--- src/common/tcb_lite_pkg.sv ---
////////////////////////////////////////////////////////////////////////////
// shared TCB-Lite types, little-endian data only
// the 8-byte size code is only legal on a 64-bit bus
////////////////////////////////////////////////////////////////////////////

package tcb_lite_pkg;

    ////////////////////////////////////////////////////////////////////////
    // bus mode
    ////////////////////////////////////////////////////////////////////////

    // how a request selects its bytes
    // LOG_SIZE: power of two size, data sits in the low lanes
    // BYTE_EN: one enable bit per lane, data sits in place
    typedef enum logic {
        LOG_SIZE = 1'b0,
        BYTE_EN  = 1'b1
    } tcb_bus_mode_e;

    ////////////////////////////////////////////////////////////////////////
    // register slice optimization
    ////////////////////////////////////////////////////////////////////////

    // POWER loads only the write data lanes that a transfer uses
    // COMPLEXITY loads the full word on every write
    typedef enum logic {
        POWER      = 1'b0,
        COMPLEXITY = 1'b1
    } tcb_opt_e;

    ////////////////////////////////////////////////////////////////////////
    // transfer size
    ////////////////////////////////////////////////////////////////////////

    // number of bytes is 2**siz
    // 0 byte
    // 1 halfword
    // 2 word
    // 3 doubleword, wide bus only
    typedef logic [1:0] tcb_siz_t;

endpackage : tcb_lite_pkg

--- src/tcb_mem/tcb_mem_decode.sv ---
////////////////////////////////////////////////////////////////////////////
// combinational request decode, error only flagged on an access
// acc_idx is truncated to the memory depth, acc_err covers the range check
////////////////////////////////////////////////////////////////////////////

module tcb_mem_decode #(
    parameter int                          DAT_WIDTH = 32,
    parameter int                          ADR_WIDTH = 12,
    parameter int                          MEM_DEPTH = 256,
    parameter tcb_lite_pkg::tcb_bus_mode_e MOD       = tcb_lite_pkg::LOG_SIZE
) (
    input  logic                             vld,
    input  logic                             wen,
    input  logic                             ren,
    input  logic [ADR_WIDTH-1:0]             adr,
    input  tcb_lite_pkg::tcb_siz_t           siz,
    input  logic [DAT_WIDTH/8-1:0]           byt,
    input  logic [DAT_WIDTH-1:0]             wdt,
    output logic                             acc_ena,
    output logic                             acc_wen,
    output logic [$clog2(MEM_DEPTH)-1:0]     acc_idx,
    output logic [DAT_WIDTH/8-1:0]           acc_msk,
    output logic [DAT_WIDTH-1:0]             acc_wdt,
    output logic                             acc_err,
    output logic [$clog2(DAT_WIDTH/8)-1:0]   acc_sft
);

    import tcb_lite_pkg::*;

    localparam int BYT   = DAT_WIDTH/8;
    localparam int OFF_W = $clog2(BYT);
    localparam int IDX_W = $clog2(MEM_DEPTH);

    // word address and byte offset
    logic [ADR_WIDTH-OFF_W-1:0] wrd;
    logic [OFF_W-1:0]           off;
    // range and format errors
    logic                       rng_err;
    logic                       fmt_err;

    assign off = adr[OFF_W-1:0];
    assign wrd = adr[ADR_WIDTH-1:OFF_W];

    assign rng_err = (32'(wrd) >= MEM_DEPTH);

    assign acc_ena = vld & (wen | ren);
    assign acc_wen = wen;
    assign acc_idx = wrd[IDX_W-1:0];
    assign acc_sft = off;
    assign acc_err = acc_ena & (rng_err | fmt_err);

    generate
        if (MOD == LOG_SIZE) begin : g_log
            // lanes used before shifting to the offset
            logic [BYT-1:0] siz_msk;

            always_comb begin
                siz_msk = '0;
                fmt_err = 1'b0;
                for (int i = 0; i < BYT; i++) begin
                    siz_msk[i] = (i < (1 << siz));
                end
                // offset bits below siz must be zero
                for (int i = 0; i < OFF_W; i++) begin
                    fmt_err = fmt_err | (off[i] & (i < int'(siz)));
                end
            end

            // move low lane data up to its offset
            assign acc_msk = siz_msk << off;
            assign acc_wdt = wdt << (8 * off);

            // manager must not ask for more than the bus carries
            always_comb begin
                if (vld) begin
                    a_siz_fit : assert ((1 << siz) <= BYT)
                        else $error("size exceeds bus width");
                end
            end
        end else begin : g_byt
            // data and mask already in place
            assign acc_msk = byt;
            assign acc_wdt = wdt;
            // access with no lanes enabled
            assign fmt_err = ~|byt;
        end
    endgenerate

endmodule : tcb_mem_decode

--- config.mk ---
export PLATFORM = sky130hd
export DESIGN_NAME = tcb_mem_decode
export DESIGN_NICKNAME = d
export VERILOG_FILES = /design/src/common/tcb_lite_pkg.sv /design/src/tcb_mem/tcb_mem_decode.sv
export SDC_FILE = /design/constraint.sdc
export NUM_CORES = 1
export LEC_CHECK = 0
export BUFFER_PORTS_ARGS = -buffer_cell sky130_fd_sc_hd__buf_4
export CORE_ASPECT_RATIO = 0.8
export CORE_MARGIN = 2
export CORE_UTILIZATION = 31
export DETAILED_ROUTE_END_ITERATION = 10
export PLACE_DENSITY = 0.85
export SETUP_SLACK_MARGIN = 0.5
export SYNTH_ARGS = -nofsm -noshare
export SYNTH_HDL_FRONTEND = slang
export SYNTH_SLANG_ARGS = --single-unit
--- constraint.sdc ---
create_clock -name vclk -period 0.8
set_input_delay 0.04 -clock vclk [all_inputs]
set_output_delay 0.04 -clock vclk [all_outputs]
set_load 0.02 [all_outputs]
==> results of run 1 <==
## synth_stat cells
master and count:
nor4_1 1, o21ai_0 1, nor3_1 1, buf_4 16, buf_2 1, a21oi_1 1
nor3b_1 1, buf_1 1, mux2i_1 32, a211oi_1 1, nor2_2 1, nand2b_1 1
nor2_1 9, o21a_1 1, a2111oi_0 1, nor2b_1 1, and2_1 8, o2bb2ai_1 8
## cells by family after synthesis
kind of cell           Yosys count
muxes                           32
AOI/OAI and AO/OA               13
buffers and inverters           18
and+or+nand+nor                 23
## stage by stage
| stage | setup slack (ns) | util | cell area (um^2) | hold slack, ns | instances |
|---|---|---|---|---|---|
| detailed placement | -0.239 | 0.935 | 1970 | 0.0801 | 203 |
| global placement | -0.189 | 0.935 | 1970 | 0.0801 | 203 |
| floorplan | 0.138 | - | 1270 | 0.123 | 86 |
==> impl_metrics.json, run 1 <==
{
  "synth_top_family_by_area": "multiplexers",
  "io_buffers": 82,
  "synth.area.mux_share": 0.475,
  "synth_warnings": 0,
  "ys_seq_area_frac": 0,
  "yosysUniqueCellTypes": 18,
  "start_util": 0.321,
  "dp_hpwl_mm": 2.97,
  "num_rows": 15,
  "die_height_um": 45.7,
  "postCtsSetupBuffers": 6,
  "haltStage": "clock tree synthesis",
  "cts_hold_buf": 0,
  "synth_simple_gate_area_frac": 0.180,
  "die_w_um": 56.1,
  "yosys.area.top_type": "mux2i_1",
  "syn_inst": 86,
  "synthesis.nets": 139,
  "error_line": "[ERROR DPL-0038] Utilization greater than 100%, impossible to legalize",
  "synth_top_area_frac": 0.475,
  "synth_xor_area_frac": 0,
  "synth_fa_ha_area_frac": 0,
  "synth_compound_area_frac": 0.154,
  "netlist_area_um2": 674,
  "status": "aborted with a tool error",
  "synth.top_cells.by_area": "mux2i_1 (47%), buf_4 (18%), o2bb2ai_1 (10%), and2_1 (7.4%), nor2_1 (5.0%)",
  "ctsResizeCount": 92,
  "gp_congestion": 0.813,
  "io_pins": 102,
  "syn_avg_cell_area_um2": 7.84
}
==> run 2, diff against run 1 <==
--- a/config.mk
+++ b/config.mk
@@ -6,12 +6,10 @@
 export NUM_CORES = 1
 export LEC_CHECK = 0
 export BUFFER_PORTS_ARGS = -buffer_cell sky130_fd_sc_hd__buf_4
-export CORE_ASPECT_RATIO = 0.8
-export CORE_MARGIN = 2
-export CORE_UTILIZATION = 31
+export CORE_AREA = 2 2 63 65
 export DETAILED_ROUTE_END_ITERATION = 10
-export PLACE_DENSITY = 0.85
-export SETUP_SLACK_MARGIN = 0.5
+export DIE_AREA = 0 0 65 67
+export PLACE_DENSITY_LB_ADDON = 0.15
 export SYNTH_ARGS = -nofsm -noshare
 export SYNTH_HDL_FRONTEND = slang
 export SYNTH_SLANG_ARGS = --single-unit
==> impl_metrics.json, run 2 <==
{
  "cp_data_required_time_ns": 0.76,
  "yosysUniqueCellTypes": 18,
  "cpMostUsedCell": "buf_12",
  "netlist_area_um2": 674,
  "detail-route-antenna-nets": 0,
  "grt_util_met1": 0.149,
  "path_cells": "buf_12, buf_12, mux2i_2, mux2i_1, buf_4",
  "finalPower_mw": 1.18,
  "vias": 978,
  "p_per_area_nw_per_um2": 685,
  "switchingPower_mw": 0.546,
  "failed_checks": "negative setup slack",
  "crit_path_start_kind": "input pin",
  "fin_ws_ns": -0.0622,
  "path_buf_inv": 3,
  "layout.nets": 222,
  "mostFrequentLayoutCell": "buf_4",
  "drcViolationCount": 0,
  "yosys.area.top_type": "mux2i_1",
  "slowest_stage": "mux2i_2",
  "period_minus_slack_ns": 0.862,
  "final_cell_mix": "buf_4 (74), mux2i_1 (22), buf_6 (16)",
  "fin_crit_sh": 1.08,
  "slowest_delay_ns": 0.24,
  "drive_gt1_frac": 0.778,
  "arrival_ns": 0.82,
  "synth.top_cells.by_area": "mux2i_1 (47%), buf_4 (18%), o2bb2ai_1 (10%), and2_1 (7.4%), nor2_1 (5.0%)",
  "io_buffers": 82,
  "dr.pass1.iters": 4,
  "hold_violations": 0,
  "dieArea_um2": 4360,
  "use_met3": 0.0253,
  "worstSetupPathType": "input pin to output pin",
  "gr-total-overflow": 0,
  "p_leak_nw": 0.825,
  "start_util": 0.187,
  "cp_max_fo": 8,
  "num_rows": 22,
  "io_pins": 102,
  "fmax_mhz": 1160,
  "p_clk_frac": 0,
  "wl_mm": 2.99,
  "maxSlewHeadroom": 0.796,
  "syn_avg_cell_area_um2": 7.84,
  "wire_per_inst_um": 13.9,
  "grt_pass1_wl_mm": 4.35,
  "grt_max_degree": 12,
  "area_growth_pct": 156,
  "grt_usage": 0.123,
  "grt_pass1_vias": 936,
  "netSwitchingFraction": 0.462,
  "seq_power_share": 0,
  "yosysMostFrequentCell": "mux2i_1",
  "grtUsageMet2": 0.233,
  "synth_top_area_frac": 0.475,
  "synth_warnings": 0,
  "dp_hpwl_mm": 2.09,
  "worst-slew-pin-transition_ns": 0.306,
  "setup-violations-final": 17,
  "seqCellArea_um2": 0,
  "num_antenna_cells": 0,
  "endpoint_kind": "output pin",
  "detailed_place.area_um2": 1320,
  "ir_drop_mv": 0.202,
  "status": "finished with violations",
  "yosys-top-cells-count": "mux2i_1 (32), buf_4 (16), nor2_1 (9)",
  "max_cap_viol_count": 0,
  "internal_power_mw": 0.636,
  "busiest_layer": "met2",
  "cp_top_family": "buffers and inverters",
  "seq_cell_count": 0,
  "antenna_found_initial": 0,
  "ys_seq_area_frac": 0,
  "combPwrFrac": 1.000,
  "fill_cells": 336,
  "syn_inst": 86,
  "drt_iter0_drc": 23,
  "gp_congestion": 0.610,
  "cts_hold_buf": 0,
  "n_clock_buffer": 0,
  "rsz0062_at_grt": "yes",
  "synthesis.nets": 139,
  "die_height_um": 67,
  "core_um2": 3610,
  "avgViaCountPerCell": 4.55,
  "drv_slew": 0,
  "die_w_um": 65,
  "hold_path.class": "input pin to output pin",
  "finish.instance_area_um2": 1720
}
run 2: cell counts after synthesis:
No cell type changed its count.
run 2: cell families after synthesis:
family	Yosys count	synth area share
muxes	32	0.475
buffers and inverters	18	0.191
and+or+nand+nor	23	0.180
AOI/OAI and AO/OA	13	0.154
run 2: cell type report:
cell class,instances,area [um^2],area share
multi-input cells,69,756,0.438
repair buffers,98,908,0.527
well taps,48,60.1,0.0348
run 2: power groups by stage:
stage	registers, mW	clock network, mW	logic, mW
4_1_cts	0	0	1.07
3_3_place_gp	0	0	0.910
6_report	0	0	1.18
2_1_floorplan	0	0	0.523
3_5_place_dp	0	0	0.921
5_1_grt	0	0	1.25
run 2: final timing paths:
check | slack [ns] | endpoint | startpoint | cells past startpoint
max | -0.06 | acc_wdt[31] | adr[1] | 5
min | 0.08 | acc_idx[5] | adr[7] | 0
run 2: routing by layer:
metal | share of wire | routed length, um | vias to the layer above
met1 | 0.38 | 1130 | 451
met5 | 0 | 0 | -
li1 | - | - | 475
met4 | 0.00067 | 2 | 0
met2 | 0.52 | 1570 | 50
met3 | 0.096 | 288 | 2
run 2: per-stage QoR:
stage               setup slack (ns)   util  hold WS (ns)  setup TNS (ns)  instances
floorplan                    0.00929      -         0.123               0         86
global placement              -0.144  0.365        0.0801           -2.97        209
detailed placement            -0.200  0.365        0.0801           -3.67        209
CTS                          -0.0483  0.432        0.0801          -0.638        214
global route                  -0.120  0.478        0.0801           -1.33        215
finish                       -0.0622  0.478        0.0800          -0.491        215
run 2: what timing repair did:
action | 4_1_cts | 5_1_grt
buffers inserted | 3 | 0
resized for setup | 42 | 31
endpoints found under the hold margin | 0 | 0
pin swaps | 13 | 12
gates cloned | 2 | 1
endpoints found under the setup margin | 31 | 34
Note: power is estimated with default switching activity, not from simulation.
