`src/common/tcb_lite_pkg.sv`:
```
////////////////////////////////////////////////////////////////////////////
// shared TCB-Lite types, little-endian data only
// the 8-byte size code is only legal on a 64-bit bus
////////////////////////////////////////////////////////////////////////////

package tcb_lite_pkg;

    ////////////////////////////////////////////////////////////////////////
    // bus mode
    ////////////////////////////////////////////////////////////////////////

    // how a request selects its bytes
    // LOG_SIZE: power of two size, data sits in the low lanes
    // BYTE_EN: one enable bit per lane, data sits in place
    typedef enum logic {
        LOG_SIZE = 1'b0,
        BYTE_EN  = 1'b1
    } tcb_bus_mode_e;

    ////////////////////////////////////////////////////////////////////////
    // register slice optimization
    ////////////////////////////////////////////////////////////////////////

    // POWER loads only the write data lanes that a transfer uses
    // COMPLEXITY loads the full word on every write
    typedef enum logic {
        POWER      = 1'b0,
        COMPLEXITY = 1'b1
    } tcb_opt_e;

    ////////////////////////////////////////////////////////////////////////
    // transfer size
    ////////////////////////////////////////////////////////////////////////

    // number of bytes is 2**siz
    // 0 byte
    // 1 halfword
    // 2 word
    // 3 doubleword, wide bus only
    typedef logic [1:0] tcb_siz_t;

endpackage : tcb_lite_pkg

```
`src/hw/tcb_lite_register_request.sv`:
```
////////////////////////////////////////////////////////////////////////////
// request path register slice, adds one cycle of request latency
// no bubble, ready only depends on the downstream side and out_vld
////////////////////////////////////////////////////////////////////////////

module tcb_lite_register_request #(
    parameter int                          DAT_WIDTH = 32,
    parameter int                          ADR_WIDTH = 12,
    parameter tcb_lite_pkg::tcb_bus_mode_e MOD       = tcb_lite_pkg::LOG_SIZE,
    parameter tcb_lite_pkg::tcb_opt_e      OPT       = tcb_lite_pkg::POWER
) (
    input  logic                   sub,
    input  logic                   reset,
    // manager side
    input  logic                   in_vld,
    input  logic                   in_wen,
    input  logic                   in_ren,
    input  logic [ADR_WIDTH-1:0]   in_adr,
    input  tcb_lite_pkg::tcb_siz_t in_siz,
    input  logic [DAT_WIDTH/8-1:0] in_byt,
    input  logic [DAT_WIDTH-1:0]   in_wdt,
    output logic                   in_rdy,
    // subordinate side
    output logic                   out_vld,
    output logic                   out_wen,
    output logic                   out_ren,
    output logic [ADR_WIDTH-1:0]   out_adr,
    output tcb_lite_pkg::tcb_siz_t out_siz,
    output logic [DAT_WIDTH/8-1:0] out_byt,
    output logic [DAT_WIDTH-1:0]   out_wdt,
    input  logic                   out_rdy
);

    import tcb_lite_pkg::*;

    localparam int BYT = DAT_WIDTH/8;

    // transfer on the manager side
    logic in_trn;

    // slice is free when empty or when its content leaves this cycle
    assign in_rdy = out_rdy | ~out_vld;
    assign in_trn = in_vld & in_rdy;

    ////////////////////////////////////////////////////////////////////////
    // handshake and request fields
    ////////////////////////////////////////////////////////////////////////

    always_ff @(posedge sub) begin
        if (reset) begin
            out_vld <= 1'b0;
        end else if (in_rdy) begin
            out_vld <= in_vld;
        end
    end

    // payload, no reset
    always_ff @(posedge sub) begin
        if (in_trn) begin
            out_wen <= in_wen;
            out_ren <= in_ren;
            out_adr <= in_adr;
            out_siz <= in_siz;
            out_byt <= in_byt;
        end
    end

    ////////////////////////////////////////////////////////////////////////
    // write data
    ////////////////////////////////////////////////////////////////////////

    generate
        if (OPT == POWER) begin : g_power
            // unused lanes keep their old value, fewer flops toggle
            for (genvar i = 0; i < BYT; i++) begin : g_lane
                logic lane_use;

                if (MOD == LOG_SIZE) begin : g_log
                    // lanes below 2**siz
                    assign lane_use = (i < (1 << in_siz));
                end else begin : g_byt
                    assign lane_use = in_byt[i];
                end

                always_ff @(posedge sub) begin
                    if (in_trn && in_wen && lane_use) begin
                        out_wdt[i*8 +: 8] <= in_wdt[i*8 +: 8];
                    end
                end
            end
        end else begin : g_complexity
            // whole word, single enable
            always_ff @(posedge sub) begin
                if (in_trn && in_wen) begin
                    out_wdt <= in_wdt;
                end
            end
        end
    endgenerate

    // stalled request must stay put until accepted
    property p_req_hold;
        @(posedge sub) disable iff (reset)
        (in_vld && !in_rdy) |=>
            (in_vld && $stable({in_wen, in_ren, in_adr, in_siz, in_byt, in_wdt}));
    endproperty

    a_req_hold : assert property (p_req_hold)
        else $error("request changed while stalled");

endmodule : tcb_lite_register_request

```
`config.mk`:
```
export PLATFORM = sky130hd
export DESIGN_NAME = tcb_lite_register_request
export DESIGN_NICKNAME = d
export VERILOG_FILES = /design/src/common/tcb_lite_pkg.sv /design/src/hw/tcb_lite_register_request.sv
export SDC_FILE = /design/constraint.sdc
export NUM_CORES = 1
export LEC_CHECK = 0
export ABC_AREA = 0
export ABC_CLOCK_PERIOD_IN_PS = 3200
export BUFFER_PORTS_ARGS = -buffer_cell sky130_fd_sc_hd__buf_2
export CAP_MARGIN = 20
export CORE_ASPECT_RATIO = 1.25
export CORE_MARGIN = 2
export CORE_UTILIZATION = 30
export DETAILED_ROUTE_END_ITERATION = 16
export PLACE_DENSITY = 0.72
export SYNTH_ARGS = -nofsm -noshare
export SYNTH_HDL_FRONTEND = slang
export SYNTH_SLANG_ARGS = --single-unit
```
`constraint.sdc`:
```
create_clock -name sub -period 3.2 [get_ports sub]
set_input_delay 0.64 -clock sub [delete_from_list [all_inputs] [get_ports sub]]
set_output_delay 0.64 -clock sub [all_outputs]
set_load 0.02 [all_outputs]
```
# After elaboration in Yosys (flattened, before gate mapping)
# Cells that the tools add are included.
totals:
  register_bits: 53
  in_bits: 56
  out_inout_bits: 54
  word_cells: 23
op_classes:
  magnitude_cmp: 4
  shifts: 1
  bitwise: 3
  n_reduce_logical: 5
op_table:
  columns: ["cell", "n"]
  rows:
  - ["< comparator 3 x 32 -> 1 bit (first input constant)", 2]
  - ["< comparator 1 x 32 -> 1 bit (first input constant)", 1]
  - ["< comparator 2 x 32 -> 1 bit (first input constant)", 1]
  - ["left shift 1 x 2 -> 32 bit (first input constant)", 1]
  - ["logical AND 1 bit", 5]
  - ["bitwise AND 1 bit", 1]
  - ["inverter 1 bit", 1]
  - ["OR 1 bit", 1]

# Longest topological paths before layout
depth:
  word_depth: 5
  depth_mapped: 2
  mapped_depth_nobuf: 2

# Least setup slack after synthesis
# OpenSTA, ideal clock, no wires.
synth_timing:
  path_type: "input to register"
  start: "input port out_rdy"
  end: "register out_adr[0] (enable)"
  setup_ns: 0.346
  arrival_ns: 1.175
  required_time_ns: 2.854
  slack_ns: 1.680
  stages: 2
  n_path_buf: 0
  path_cell_list: "nand2b_4 and2_2"
synth_between:
  elab_chain_len: 2
synth_lines:
  columns: ["item", "line", "text"]
  rows:
  - ["start: declaration", "tcb_lite_register_request.sv:31", "input logic out_rdy"]
  - ["OR 1 bit", "tcb_lite_register_request.sv:42", "assign in_rdy = out_rdy | ~out_vld;"]
  - ["bitwise AND 1 bit", "tcb_lite_register_request.sv:43", "assign in_trn = in_vld & in_rdy;"]
  - ["via in_trn", "tcb_lite_register_request.sv:39", "logic in_trn;"]
  - ["end signal: assignment", "tcb_lite_register_request.sv:62", "out_adr <= in_adr;"]
  - ["end: declaration", "tcb_lite_register_request.sv:27", "output logic [ADR_WIDTH-1:0] out_adr,"]
# The timed path passes the listed nets, and every way through them passes these cells.
# A chain may end at the register's enable or synchronous reset.

# Worst setup path in the final report
layout_timing:
  start: "input port out_rdy"
  end: "output port in_rdy"
layout_between:
  elab_chain_len: 1
layout_lines:
  columns: ["item", "line", "text"]
  rows:
  - ["OR 1 bit", "tcb_lite_register_request.sv:42", null]
  - ["end: declaration", "tcb_lite_register_request.sv:22", "output logic in_rdy,"]
# Every way passes these cells.

==> results.txt <==
- Routed vias: around 1,000
* Part of the Yosys area used for sequential elements: a little over nine tenths
- The net count of the finished layout is between 200 and 250.
* Global route overflow: 0
* Kind of critical path: in -> out
- Cells with a size suffix above 1 make up 66.7% of the layout.
- Final design instance area without fill: 2350 um2
- Placer congestion estimate: 0.709
* Die outline area: 6110 um2
- The number of global-route vias before repair came to 994.
- Clock tree synthesis found a total of between 50 and 60 sinks.
* Top library cells by usage in the layout, fill and taps aside: 109 x sky130_fd_sc_hd__buf_2, 52 x sky130_fd_sc_hd__edfxtp_1, 5 x sky130_fd_sc_hd__clkbuf_8
* Vias per std cell: 4.19
- Run status: finished, final reports clean
- The first detailed-routing pass took 3 iterations.
- Number of different library cells in the post-synthesis netlist: 10
- The first global-routing pass estimated 4780 um of wire.
* Worst VDD drop: 0.324 mV
- Seq. cell area: 1580 um2
- The number of slew-limit violations in the final report came to 0.
- Synthesis-to-layout area growth: 42.5%
- Antenna diode count: 0
- In this run the remaining antenna-violating nets after routing total 0.
- between 100 and 150 I/O pins were placed.
- Slew of the pin with the lowest slew margin: 0.427 ns
- Dividing the final minimum period by the clock period gives 52.8%.
- The average instance in the mapped netlist occupies between 20 and 30 um2.
- Hold repair after CTS inserted 0 buffers.
- Routed length per instance: approximately 13 um
- Shortest period the worst path allows: 1.69 ns
- The clock tree synthesis step divided the H-tree into 2 levels.
* Sum of negative setup slack: 0 ns
- I/O Buffers: 109
- In the global route stage, overall resource usage came out at 10.6%.
* Maximum number of pins on one net before global-route repair: 21
- Setup-violating endpoint count in the final report: 0
- Core region area: 5370 um2
- Max clock buf depth: 2
- Filler cell count in the final layout: 499
- STA classifies the critical path endpoint as an output pin.
- Vert. Die Dim: roughly 87 um
- Slew HR: between 70% and 80%
* Number of flip-flops and latches in the synthesized netlist: 53
- Once placement finished, the instance area stood at between 2000 and 2500 um2.
- The multi-input combinational cells in the finished layout cover a total of ~65 um2.
- After detailed routing, the total wire length is approximately 3200 um.
- Data arrival time of the worst path: roughly 1.1 ns
- PwrDens: between 500 and 600 nW/um2
- The initial antenna violation count was 0.
* Setup repair after global routing missed its margin: false
- For the worst setup path, the data required time is 2.56 ns.
* Initial standard-cell utilization of the core: 30.7%
- Root Buffer Master: sky130_fd_sc_hd__clkbuf_8
- For this block, the initial DRC count from the detailed router was 29.
- Number of endpoints with negative hold slack in the final report: 0
- Horizontal die dimension: 70.3 um
- After detailed routing, the number of remaining DRC violations is 0.
- Skew-Pair Late Insertion Delay: about 0.29 ns
- Clock-pin slew was measured on the worst setup and hold paths at approximately 0.08 ns.
- Total nets after synthesis: 117
- Placement row count: 30
* Max-capacitance violation count: 0
- Pleak: 0.997 nW
- STA classifies the critical path startpoint as an input port.
- TritonCTS clock tree: yes
- For this run, the top clock speed supported by timing is 591 MHz.
- In this run, post-CTS repair resized a total of 0 instances.
* Total standard cell area after synthesis: 1650 um2
* CTS buffer count: 5
- Gate count after technology mapping: 61
- Worst hold-check path type: in -> reg
* Highest fanout seen on the critical path: 7
- Final setup skew: 0.00428 ns
- Leading cell type in the layout, fill and taps excluded: sky130_fd_sc_hd__buf_2
- Post-CTS timing repair inserted 0 buffers for setup.
- Synth Warn #: 0
[routing by layer]
layer	vias to the layer above	share of wire, %	global-route usage (%)
li1	474	-	-
met1	464	38	12.2
met2	70	51	18.2
met3	2	11	4.86
met4	0	0.75	2.62
met5	-	0	0
[flip-flops by register name (all words and copies together), names as in the netlist]
name and flops:
out_wdt 32, out_adr 12, out_byt 4, out_siz 2
out_ren 1, out_vld 1, out_wen 1
[path summary, 6_finish.rpt]
path | cells past startpoint | startpoint | endpoint | slack [ns]
worst min register to register | 2 | out_vld$_SDFFE_PP0N_ | out_vld$_SDFFE_PP0N_ | 0.54
worst min-delay path | 2 | reset | out_vld$_SDFFE_PP0N_ | 0.49
worst max-delay path | 3 | out_rdy | in_rdy | 1.51
worst max register to register | 2 | out_vld$_SDFFE_PP0N_ | out_adr[5]$_DFFE_PP_ | 1.99
[cell families after synthesis]
family | synth area share (%)
compound gates | 0.985
buf+inv | 0.227
flops | 95.8
simple gates | 2.96
[synth_stat cells]
cell type / n / area (um2)
sky130_fd_sc_hd__dfxtp_1: 1 / 20.0
sky130_fd_sc_hd__and3_2: 1 / 7.51
sky130_fd_sc_hd__inv_1: 1 / 3.75
sky130_fd_sc_hd__and4_1: 1 / 8.76
sky130_fd_sc_hd__edfxtp_1: 52 / 1560
sky130_fd_sc_hd__a21oi_1: 1 / 5.00
sky130_fd_sc_hd__and4_4: 1 / 11.3
sky130_fd_sc_hd__o2111a_1: 1 / 11.3
sky130_fd_sc_hd__nand2b_4: 1 / 13.8
sky130_fd_sc_hd__and2_2: 1 / 7.51
[stage by stage]
step / util (%) / total power [W] / cells / hold slack [ns] / setup WS (ns)
floorplan: - / 0.000875 / 61 / 0.646 / 1.68
global placement: 42.4 / 0.000940 / 234 / 0.516 / 1.51
detailed placement: 42.4 / 0.000942 / 234 / 0.534 / 1.51
CTS: 43.8 / 0.00127 / 241 / 0.482 / 1.51
global route: 43.8 / 0.00131 / 241 / 0.495 / 1.50
finish: 43.8 / 0.00125 / 241 / 0.494 / 1.51
[worst max-delay path: stages]
cell and delay, ns:
sky130_fd_sc_hd__buf_2 0.09, sky130_fd_sc_hd__nand2b_4 0.15, sky130_fd_sc_hd__buf_2 0.16
[layout make-up]
type                    instances  area share [%]
multi-input cells               7            2.77
clock buffers                   6            3.09
inverters                       1           0.160
clock inverters                 1           0.160
well taps                      64            3.40
repair buffers                109            23.2
flip-flops and latches         53            67.2
[report_power, final]
part	switching (W)	internal [W]	total, W
Combinational	0.0000724	0.0000458	0.000118
Clock	0.000175	0.000147	0.000323
Sequential	0.00000754	0.000797	0.000805
No activity file was read; power rests on OpenSTA's default activity.
