===== src/common/tcb_lite_pkg.sv =====
////////////////////////////////////////////////////////////////////////////
// shared TCB-Lite types, little-endian data only
// the 8-byte size code is only legal on a 64-bit bus
////////////////////////////////////////////////////////////////////////////

package tcb_lite_pkg;

    ////////////////////////////////////////////////////////////////////////
    // bus mode
    ////////////////////////////////////////////////////////////////////////

    // how a request selects its bytes
    // LOG_SIZE: power of two size, data sits in the low lanes
    // BYTE_EN: one enable bit per lane, data sits in place
    typedef enum logic {
        LOG_SIZE = 1'b0,
        BYTE_EN  = 1'b1
    } tcb_bus_mode_e;

    ////////////////////////////////////////////////////////////////////////
    // register slice optimization
    ////////////////////////////////////////////////////////////////////////

    // POWER loads only the write data lanes that a transfer uses
    // COMPLEXITY loads the full word on every write
    typedef enum logic {
        POWER      = 1'b0,
        COMPLEXITY = 1'b1
    } tcb_opt_e;

    ////////////////////////////////////////////////////////////////////////
    // transfer size
    ////////////////////////////////////////////////////////////////////////

    // number of bytes is 2**siz
    // 0 byte
    // 1 halfword
    // 2 word
    // 3 doubleword, wide bus only
    typedef logic [1:0] tcb_siz_t;

endpackage : tcb_lite_pkg


===== src/tcb_mem/tcb_mem_result.sv =====
////////////////////////////////////////////////////////////////////////////
// response output, zero data on writes, errors and idle cycles
////////////////////////////////////////////////////////////////////////////

module tcb_mem_result #(
    parameter int                          DAT_WIDTH = 32,
    parameter tcb_lite_pkg::tcb_bus_mode_e MOD       = tcb_lite_pkg::LOG_SIZE
) (
    input  logic                           rd_vld,
    input  logic [DAT_WIDTH-1:0]           rd_dat,
    input  logic                           rd_err,
    input  logic [$clog2(DAT_WIDTH/8)-1:0] rd_sft,
    input  logic                           rd_wen,
    output logic [DAT_WIDTH-1:0]           rsp_rdt,
    output logic                           rsp_err
);

    import tcb_lite_pkg::*;

    // read data in bus lane order
    logic [DAT_WIDTH-1:0] rdt_aln;
    // good read response
    logic                 rdt_ena;

    generate
        if (MOD == LOG_SIZE) begin : g_log
            // bring addressed bytes down to lane 0
            assign rdt_aln = rd_dat >> (8 * rd_sft);
        end else begin : g_byt
            assign rdt_aln = rd_dat;
        end
    endgenerate

    assign rdt_ena = rd_vld & ~rd_err & ~rd_wen;

    assign rsp_rdt = rdt_ena ? rdt_aln : '0;
    assign rsp_err = rd_vld & rd_err;

endmodule : tcb_mem_result


===== config.mk =====
export PLATFORM = sky130hd
export DESIGN_NAME = tcb_mem_result
export DESIGN_NICKNAME = d
export VERILOG_FILES = /design/src/common/tcb_lite_pkg.sv /design/src/tcb_mem/tcb_mem_result.sv
export SDC_FILE = /design/constraint.sdc
export NUM_CORES = 1
export LEC_CHECK = 0
export ABC_AREA = 1
export ABC_CLOCK_PERIOD_IN_PS = 1100
export BUFFER_PORTS_ARGS = -buffer_cell sky130_fd_sc_hd__buf_4
export CORE_UTILIZATION = 24
export DETAILED_ROUTE_END_ITERATION = 16
export GPL_TIMING_DRIVEN = 0
export PLACE_DENSITY = 0.56
export SLEW_MARGIN = 10
export SYNTH_ARGS = -nofsm -noshare
export SYNTH_HDL_FRONTEND = slang
export SYNTH_SLANG_ARGS = --single-unit
export TNS_END_PERCENT = 20

===== constraint.sdc =====
create_clock -name vclk -period 1.1
set_input_delay 0.055 -clock vclk [all_inputs]
set_output_delay 0.055 -clock vclk [all_outputs]
set_load 0.005 [all_outputs]

# == After elaboration in Yosys (flattened, before gate mapping) ==
# Index checks and enable logic that the tools add are counted.
# word_totals
in_bits,37
register_bits,0
output_inout_bits,33
# op_classes
bitwise_logic,5
shift,1
n_mux,1
# op_table
op,n
two-way mux 32 bit,1
right shift 32 x 5 -> 32 bit,1
bitwise AND 1 bit,3
inverter 1 bit,2

# == Longest topological paths before layout ==
# Gate-level depths: netlist of the first run.
# logic_depth
depth_word,4
depth_mapped,7
ltp_nobuf,5

# == Worst setup path before layout of the first run ==
# Ideal clock, no wire load.
# synth_timing
path_type,in2out
start,input rd_sft[0]
end,output rsp_rdt[21]
path_slack_ps,293
arrival_time_ps,752
cell_stages,6
path_cell_list,buf_2 -> inv_2 -> buf_2 -> nand2_1 -> and2_1 -> nor2_4
# synth_between
elab_chain_len,2
# synth_rtl
item,line_no,text
start: declaration,tcb_mem_result.sv:12,"input logic [$clog2(DAT_WIDTH/8)-1:0] rd_sft,"
right shift 32 x 5 -> 32 bit,tcb_mem_result.sv:28,assign rdt_aln = rd_dat >> (8 * rd_sft);
two-way mux 32 bit,tcb_mem_result.sv:36,assign rsp_rdt = rdt_ena ? rdt_aln : '0;
end: declaration,tcb_mem_result.sv:14,"output logic [DAT_WIDTH-1:0] rsp_rdt,"
# No other way between the ends.

# == Worst setup path in the final report of the first run ==
# layout_timing
start,input rd_err
end,output rsp_rdt[26]
# layout_between
elab_chain_len,4
# layout_rtl
item,line_no,text
start: declaration,tcb_mem_result.sv:11,"input logic rd_err,"
inverter 1 bit,tcb_mem_result.sv:34,assign rdt_ena = rd_vld & ~rd_err & ~rd_wen;
bitwise AND 1 bit (2 in a row),tcb_mem_result.sv:34,
two-way mux 32 bit,tcb_mem_result.sv:36,
# No other way between the ends.

==> impl_results.md, run 1 <==
- WS Path Type: input port to primary output
- Top post-synthesis cells by area: nand2_1, nor2_1, nor2_2
- Initial DRC count: 37
- Worst hold path type: input port to primary output
- Leakage: ~0.00084 uW
- Crit-path max FO: 10
- Die Ht: between 50 and 60 um
- Mean area per synthesized cell: ~4.5 um2
- Io pins: 70
- Max-slew violation count: 0
- Initial antenna violation count: 0
- Initial Util: 25.8%
- Worst rel slew slack: between 70 and 80%
- Share of layout cells above drive strength 1: slightly below 40%
- Cell accounting for the most synthesized area: nand2_1
- DR pass1 iterations: 4
- Via density: around 4.2
- Fin util: a little under half
- RSZ-0062 raised after global routing: yes
- Cells after Synth: about 180
- Period utilization: a little over nine tenths
- Sw Ratio: 48.6%
- CP arrival: 1000 ps
- Mapped cell area: a little over 800 um2
- Sw Pwr: 207 uW
- Number of buffers inserted by hold repair at cts: 0
- DRT antenna net count: 0
- Yosys Warn Count: 0
- Seq pwr share: 0%
- Fmax: approximately 950 MHz
- Global Route Usage Sum: 16.9%
- Dpl hpwl: about 2300 um
- Core Footprint: 3130 um2
- Final sequential cell count: 0
- Hold Path Depth: 4
- Tot Pwr: about 430 uW
- Seq/Total Area, Yosys: 0%
- Ant. Diodes: 0
- Post-synth net total: roughly 220
- Buffers on Ports: 68
- Post-synth top area share: approximately 45%
- PnR worst setup slack: between 40 and 50 ps
- Dpl ws: -144 ps
- Number of max-cap violations: 0
- Measured slew at the worst slew-check pin: between 300 and 400 ps
- Total internal power: approximately 220 uW
- Register area: 0 um2
- Die area: around 3600 um2
- Final Hold Fails: 0
- Unique cell type count in the Yosys netlist: 14
- Post-Layout Cell Count: 295
- Die outline width: ~60 um
- Global-route wire length before repair: between 4000 and 5000 um
- VDD IR max: between 0.0001 and 0.00015 V
- CLK BUF: 0
- Endpoint class of the critical path: primary output
- Detailed Route WL: 3030 um
- Area Overhead vs Synth: 75.3%
- Critical Path RT: between 1000 and 1500 ps
- Pwr/cell area: slightly above 300 nW/um2
- Clock power share: 0%
- DRC Markers: 0
- Largest net degree at the start of global routing: 11
- Final setup vio count: 0
- WL per Instance: 10.3 um
- Crit path launch type: input port
- Vias post-DR: 1244
- Comb power frac: 100.0%
- Site Rows: 20
- Total gr overflow: 0
- TNS Setup: 0 ps
- Placed Cells: around 290
- Outcome: complete, no violations
- Number of fill cells: about 400
- Crit path time final: ~1100 ps
- # nets final: a little under 300
- Vias in the first global route: between 1000 and 1500
- Placer congestion estimate: 0.755
==> cells by family (layout without fill, tap and decap cells) <==
family | Yosys count | in the layout | synth area share (%)
simple gates | 163 | 163 | 85.9
buf+inv | 16 | 88 | 14.1
==> metal layers <==
metal	global-route usage, %	wire [um]
met3	1.08	193
met2	30.8	1370
met1	22.7	1460
met5	0	0
met4	0.997	0
==> power groups by stage <==
| stage | combinational, uW | clock, uW | sequential [uW] |
|---|---|---|---|
| 2_1_floorplan | 225 | 0 | 0 |
| 3_3_place_gp | 420 | 0 | 0 |
| 3_5_place_dp | 419 | 0 | 0 |
| 4_1_cts | 424 | 0 | 0 |
| 5_1_grt | 476 | 0 | 0 |
| 6_report | 427 | 0 | 0 |
==> cell type report <==
| type | count | area [um2] | area share (%) |
|---|---|---|---|
| plain buffers | 11 | 100 | 7.09 |
| repair buffers | 73 | 548 | 38.8 |
| well taps | 44 | 55.1 | 3.90 |
| multi-input cells | 163 | 694 | 49.2 |
| inverters | 4 | 15.0 | 1.06 |
==> worst max-delay path, cell delays in order <==
cell and delay, ps:
buf_4 120, nor3_4 310, nand2_4 110, buf_6 180, nor2_2 100, buf_4 120
==> cell usage after synthesis, drive strengths merged <==
master   n
inv      4
nor3     1
nor2    48
nand2   98
and2     8
bufbuf   1
nand3    8
buf     10
clkbuf   1
==> stage by stage <==
stage,hold WS [ps],area [um2]
final,371,1410
after global routing,407,1410
after CTS,376,1380
after detailed placement,375,1370
after global placement,372,1370
after floorplan,182,806
==> path summary, 6_finish.rpt <==
kind | endpoint | startpoint | slack [ps]
worst max-delay path | rsp_rdt[26] | rd_err | 50
worst min-delay path | rsp_err | rd_vld | 370
==> cell usage in the layout, fill, tap and decap left out, drive strengths merged <==
cell,synthesis,layout
nand2,98,98
inv,4,4
and2,8,8
buf,10,81
nor2,48,48
bufbuf,1,1
clkbuf,1,2
nor3,1,1
nand3,8,8
==> repair_timing <==
| item | 4_1_cts | 5_1_grt |
|---|---|---|
| setup buffers | 1 | 4 |
| gates resized for setup | 0 | 3 |
| pin swaps | 1 | 2 |
| setup endpoints to repair | 20 | 18 |
No activity file was read; power rests on OpenSTA's default activity.
==> run 2, diff against run 1 <==
- BUFFER_PORTS_ARGS: -buffer_cell sky130_fd_sc_hd__buf_4 -> -buffer_cell sky130_fd_sc_hd__buf_2
- RECOVER_POWER: unset -> 25
==> run 2 against run 1 <==
  * Final cell count fell by 1.4%
  * Critical path type unchanged
  * Highest routed layer unchanged
  * Critical endpoint unchanged
  * Final area fell by 14%
  * Wire length barely moved
  * First-iteration DRC count rose by 8.1%
==> impl_results.md, run 2 (synthesis results as in run 1) <==
- # nets final: 286 (was 290)
- Largest net degree at the start of global routing: 11 (unchanged)
- Final setup vio count: 0 (unchanged)
- Worst rel slew slack: 78.7% (was 79.5%)
- Most frequent cells in the layout: nand2_1, buf_2, nor2_1 (was nand2_1, buf_4, nor2_1)
- Tot Pwr: 375 uW (was 427 uW)
- PnR worst setup slack: 34.4 ps (was 47.1 ps)
- Fmax: 938 MHz (was 950 MHz)
- Comb power frac: 100.0% (about the same)
- Vias post-DR: 1229 (was 1244)
- CLK BUF: 0 (unchanged)
- Area Overhead vs Synth: 50.8% (was 75.3%)
- CP arrival: 1010 ps (was 1000 ps)
- Ant. Diodes: 0 (unchanged)
- Number of buffers inserted by hold repair at cts: 0 (unchanged)
- Measured slew at the worst slew-check pin: 318 ps (was 306 ps)
- Total internal power: 168 uW (was 219 uW)
- Vias in the first global route: 1105 (was 1097)
- DRC Markers: 0 (unchanged)
- Core Footprint: 3130 um2 (unchanged)
- Crit path launch type: input port (unchanged)
- Seq pwr share: 0% (about the same)
- Critical Path RT: 1040 ps (about the same)
- Worst hold path type: input port to primary output (unchanged)
- Buffers on Ports: 68 (unchanged)
- Io pins: 70 (unchanged)
- Number of max-cap violations: 0 (unchanged)
- Total gr overflow: 0 (unchanged)
- Initial Util: 25.8% (unchanged)
- DR pass1 iterations: 6 (was 4)
- Die area: 3590 um2 (unchanged)
- Die Ht: 59.9 um (unchanged)
- Fin Hold WS: 374 ps (was 371 ps)
- Outcome: complete, no violations (unchanged)
- DRT antenna net count: 0 (unchanged)
- Site Rows: 20 (unchanged)
- Endpoint class of the critical path: primary output (unchanged)
- Share of layout cells above drive strength 1: 37.2% (was 39.0%)
- Initial antenna violation count: 0 (unchanged)
- Leakage: 0.000791 uW (was 0.000839 uW)
- WS Path Type: input port to primary output (unchanged)
- Final sequential cell count: 0 (unchanged)
- Post-Layout Cell Count: 291 (was 295)
- Final Hold Fails: 0 (unchanged)
- Sw Ratio: 55.2% (was 48.6%)
- Clock power share: 0% (about the same)
- Sw Pwr: 207 uW (about the same)
- Global Route Usage Sum: 17.0% (was 16.9%)
- Placed Cells: 291 (unchanged)
- Dpl hpwl: 2320 um (was 2330 um)
- Initial DRC count: 40 (was 37)
- Most common cell after layout, fill and taps aside: nand2_1 (unchanged)
- Die outline width: 59.9 um (unchanged)
- Register area: 0 um2 (unchanged)
- Max-slew violation count: 0 (unchanged)
- Placer congestion estimate: 0.747 (was 0.755)
- Detailed Route WL: 3030 um (about the same)
- RSZ-0062 raised after global routing: yes (unchanged)
- Period utilization: 96.9% (was 95.7%)
- WL per Instance: 10.4 um (was 10.3 um)
- Pwr/cell area: 308 nW/um2 (was 302 nW/um2)
- Global-route wire length before repair: 4720 um (was 4690 um)
- Crit-path max FO: 10 (unchanged)
- Dpl ws: -146 ps (was -144 ps)
- Crit path time final: 1070 ps (was 1050 ps)
- Via density: 4.22 (about the same)
- VDD IR max: 0.000129 V (was 0.000149 V)
## run 2: cell count changes in the layout (fill, tap and decap cells not counted)
cell,change
buf_8,+1
nor2_1,+1
nor2_2,-1
buf_4,-72
clkbuf_1,+1
buf_6,-1
buf_2,+66
clkbuf_4,+1
## run 2: final cells by class
type                       instances  area, um2
multi-input combinational        163        692
timing repair buffer              69        347
inverter                           4       15.0
tap                               44       55.1
buffer                            11        106
fill                             403       1910
## run 2: final timing paths
| check | from | to | slack, ps | cells past startpoint |
|---|---|---|---|---|
| setup / recovery | rd_wen | rsp_rdt[26] | 30 | 6 |
| hold / removal | rd_vld | rsp_err | 370 | 4 |
## run 2: critical path: stages
cell     delay (ps)
buf_2           110
nor3_4          320
nand2_4         140
buf_8           180
nor2_2           80
buf_2           120
## run 2: metal layers
metal  up-vias  GRT usage [%]  routed length [um]
li1        671              -                   -
met1       512           22.4                1480
met2        46           31.6                1360
met3         0          0.866                 186
met4         0          0.997                   0
met5         -              0                   0
## run 2: power by group through the flow
| stage | registers [uW] | clock network (uW) | logic (uW) |
|---|---|---|---|
| after floorplan | 0 | 0 | 225 |
| after global placement | 0 | 0 | 369 |
| after detailed placement | 0 | 0 | 371 |
| after CTS | 0 | 0 | 375 |
| after global routing | 0 | 0 | 422 |
| final | 0 | 0 | 375 |
## run 2: stage by stage
step                setup TNS, ps  util [%]  cell area, um2
global placement            -1590      38.4            1200
finish                          0      38.8            1210
CTS                             0      38.6            1210
floorplan                       0         -             806
detailed placement          -1680      38.4            1200
global route                -11.5      38.8            1210
## run 2: what timing repair did
action                                  4_1_cts  5_1_grt
buffers inserted                              1        0
pin swaps                                     1        1
endpoints found under the setup margin       20       20
resized for setup                             0        4
==> run 3, diff against run 2 <==
- BUFFER_PORTS_ARGS: -buffer_cell sky130_fd_sc_hd__buf_2 -> -buffer_cell sky130_fd_sc_hd__buf_4
==> run 3 against run 2 <==
  * Via count is 1.2% higher
  * Critical path depth stayed put
  * Sequential share of layout area did not move
  * Largest power group unchanged
==> impl_results.md, run 3 (synthesis results as in run 1) <==
- Outcome: complete, no violations (unchanged)
- Initial Util: 25.8% (unchanged)
- Register area: 0 um2 (unchanged)
- Most common cell after layout, fill and taps aside: nand2_1 (unchanged)
- WL per Instance: 10.3 um (was 10.4 um)
- Vias in the first global route: 1097 (was 1105)
- DRT antenna net count: 0 (unchanged)
- Initial antenna violation count: 0 (unchanged)
- Io pins: 70 (unchanged)
- VDD IR max: 0.000149 V (was 0.000129 V)
- Initial DRC count: 37 (was 40)
- Placer congestion estimate: 0.755 (was 0.747)
- PnR worst setup slack: 47.1 ps (was 34.4 ps)
- Post-Layout Cell Count: 295 (was 291)
- Hold path startpoint: rd_vld (unchanged)
- Max-slew violation count: 0 (unchanged)
- Area Overhead vs Synth: 75.3% (was 50.8%)
- Detailed Route WL: 3020 um (was 3030 um)
- Vias post-DR: 1244 (was 1229)
- Crit-path max FO: 10 (unchanged)
- Global-route wire length before repair: 4690 um (was 4720 um)
- Multi-input gate area: 694 um2 (was 692 um2)
- Crit path launch type: input port (unchanged)
- Dpl hpwl: 2330 um (was 2320 um)
- TNS Setup: 0 ps (unchanged)
- Critical Path RT: 1040 ps (about the same)
- WS Path Type: input port to primary output (unchanged)
- Crit path time final: 1050 ps (was 1070 ps)
- # nets final: 290 (was 286)
- Pwr/cell area: 302 nW/um2 (was 308 nW/um2)
- Measured slew at the worst slew-check pin: 306 ps (was 318 ps)
- Most frequent cells in the layout: nand2_1, buf_4, nor2_1 (was nand2_1, buf_2, nor2_1)
- Die area: 3590 um2 (unchanged)
- Die outline width: 59.9 um (unchanged)
- Origin of the worst setup path: rd_err (was rd_wen)
- Period utilization: 95.7% (was 96.9%)
- Fmax: 950 MHz (was 938 MHz)
- Ant. Diodes: 0 (unchanged)
- Number of fill cells: 393 (was 403)
- Final sequential cell count: 0 (unchanged)
- Post-route cell area: 1410 um2 (was 1210 um2)
- Dpl ws: -144 ps (was -146 ps)
- Number of max-cap violations: 0 (unchanged)
- Share of layout cells above drive strength 1: 39.0% (was 37.2%)
- CP arrival: 1000 ps (was 1010 ps)
- Leakage: 0.000838 uW (was 0.000791 uW)
- Buffers on Ports: 68 (unchanged)
- Site Rows: 20 (unchanged)
- Worst hold path type: input port to primary output (unchanged)
- RSZ-0062 raised after global routing: yes (unchanged)
- Endpoint class of the critical path: primary output (unchanged)
- Number of buffers inserted by hold repair at cts: 0 (unchanged)
- DR pass1 iterations: 4 (was 6)
- CLK BUF: 0 (unchanged)
- Final Hold Fails: 0 (unchanged)
- Global Route Usage Sum: 16.9% (was 17.0%)
- Core Footprint: 3130 um2 (unchanged)
- DRC Markers: 0 (unchanged)
- Placed Cells: 291 (unchanged)
- Final setup vio count: 0 (unchanged)
- Via density: 4.22 (about the same)
- Worst rel slew slack: 79.5% (was 78.7%)
- Die Ht: 59.9 um (unchanged)
- Largest net degree at the start of global routing: 11 (unchanged)
- Total gr overflow: 0 (unchanged)
- Placed Area: 1370 um2 (was 1200 um2)
-- run 3: cell count changes in the layout (fill, tap and decap cells not counted), sizes merged --
| cell | before | now |
|---|---|---|
| clkbuf | 4 | 3 |
| buf | 75 | 80 |
-- run 3: metal layers --
layer  track usage, %  vias to the layer above  share of wire, %
li1                 -                      677                 -
met1             22.7                      521                48
met2             30.8                       46                45
met3             1.08                        0               6.4
met4            0.997                        0                 0
met5                0                        -                 0
-- run 3: power by group --
part           internal (uW)  total (uW)  switching [uW]
registers                  0           0               0
clock network              0           0               0
logic                    219         426             207
total                    219         426             207
-- run 3: final timing paths --
path | to | slack [ps] | depth (start not counted)
setup / recovery | rsp_rdt[26] | 50 | 6
hold / removal | rsp_err | 390 | 4
-- run 3: stage by stage --
| step | total power (uW) | hold slack [ps] | util, % |
|---|---|---|---|
| floorplan | 225 | 182 | - |
| global placement | 420 | 372 | 43.8 |
| detailed placement | 419 | 375 | 43.8 |
| CTS | 424 | 376 | 44.1 |
| global route | 476 | 426 | 45.2 |
| finish | 426 | 390 | 45.2 |
-- run 3: worst max-delay path: stages --
cell	delay, ps
buf_4	120
nor3_4	310
nand2_4	110
buf_6	180
nor2_2	100
buf_4	120
-- run 3: area by class of cell --
cell class	instances	share of cell area (%)
repair buffers	73	38.8
multi-input cells	163	49.2
plain buffers	11	7.09
inverters	4	1.06
well taps	44	3.90
-- run 3: repair_timing --
item                       in CTS  in global routing
buffers inserted                1                  4
setup endpoints to repair      20                 18
pin swaps                       1                  2
gates resized for setup         0                  3
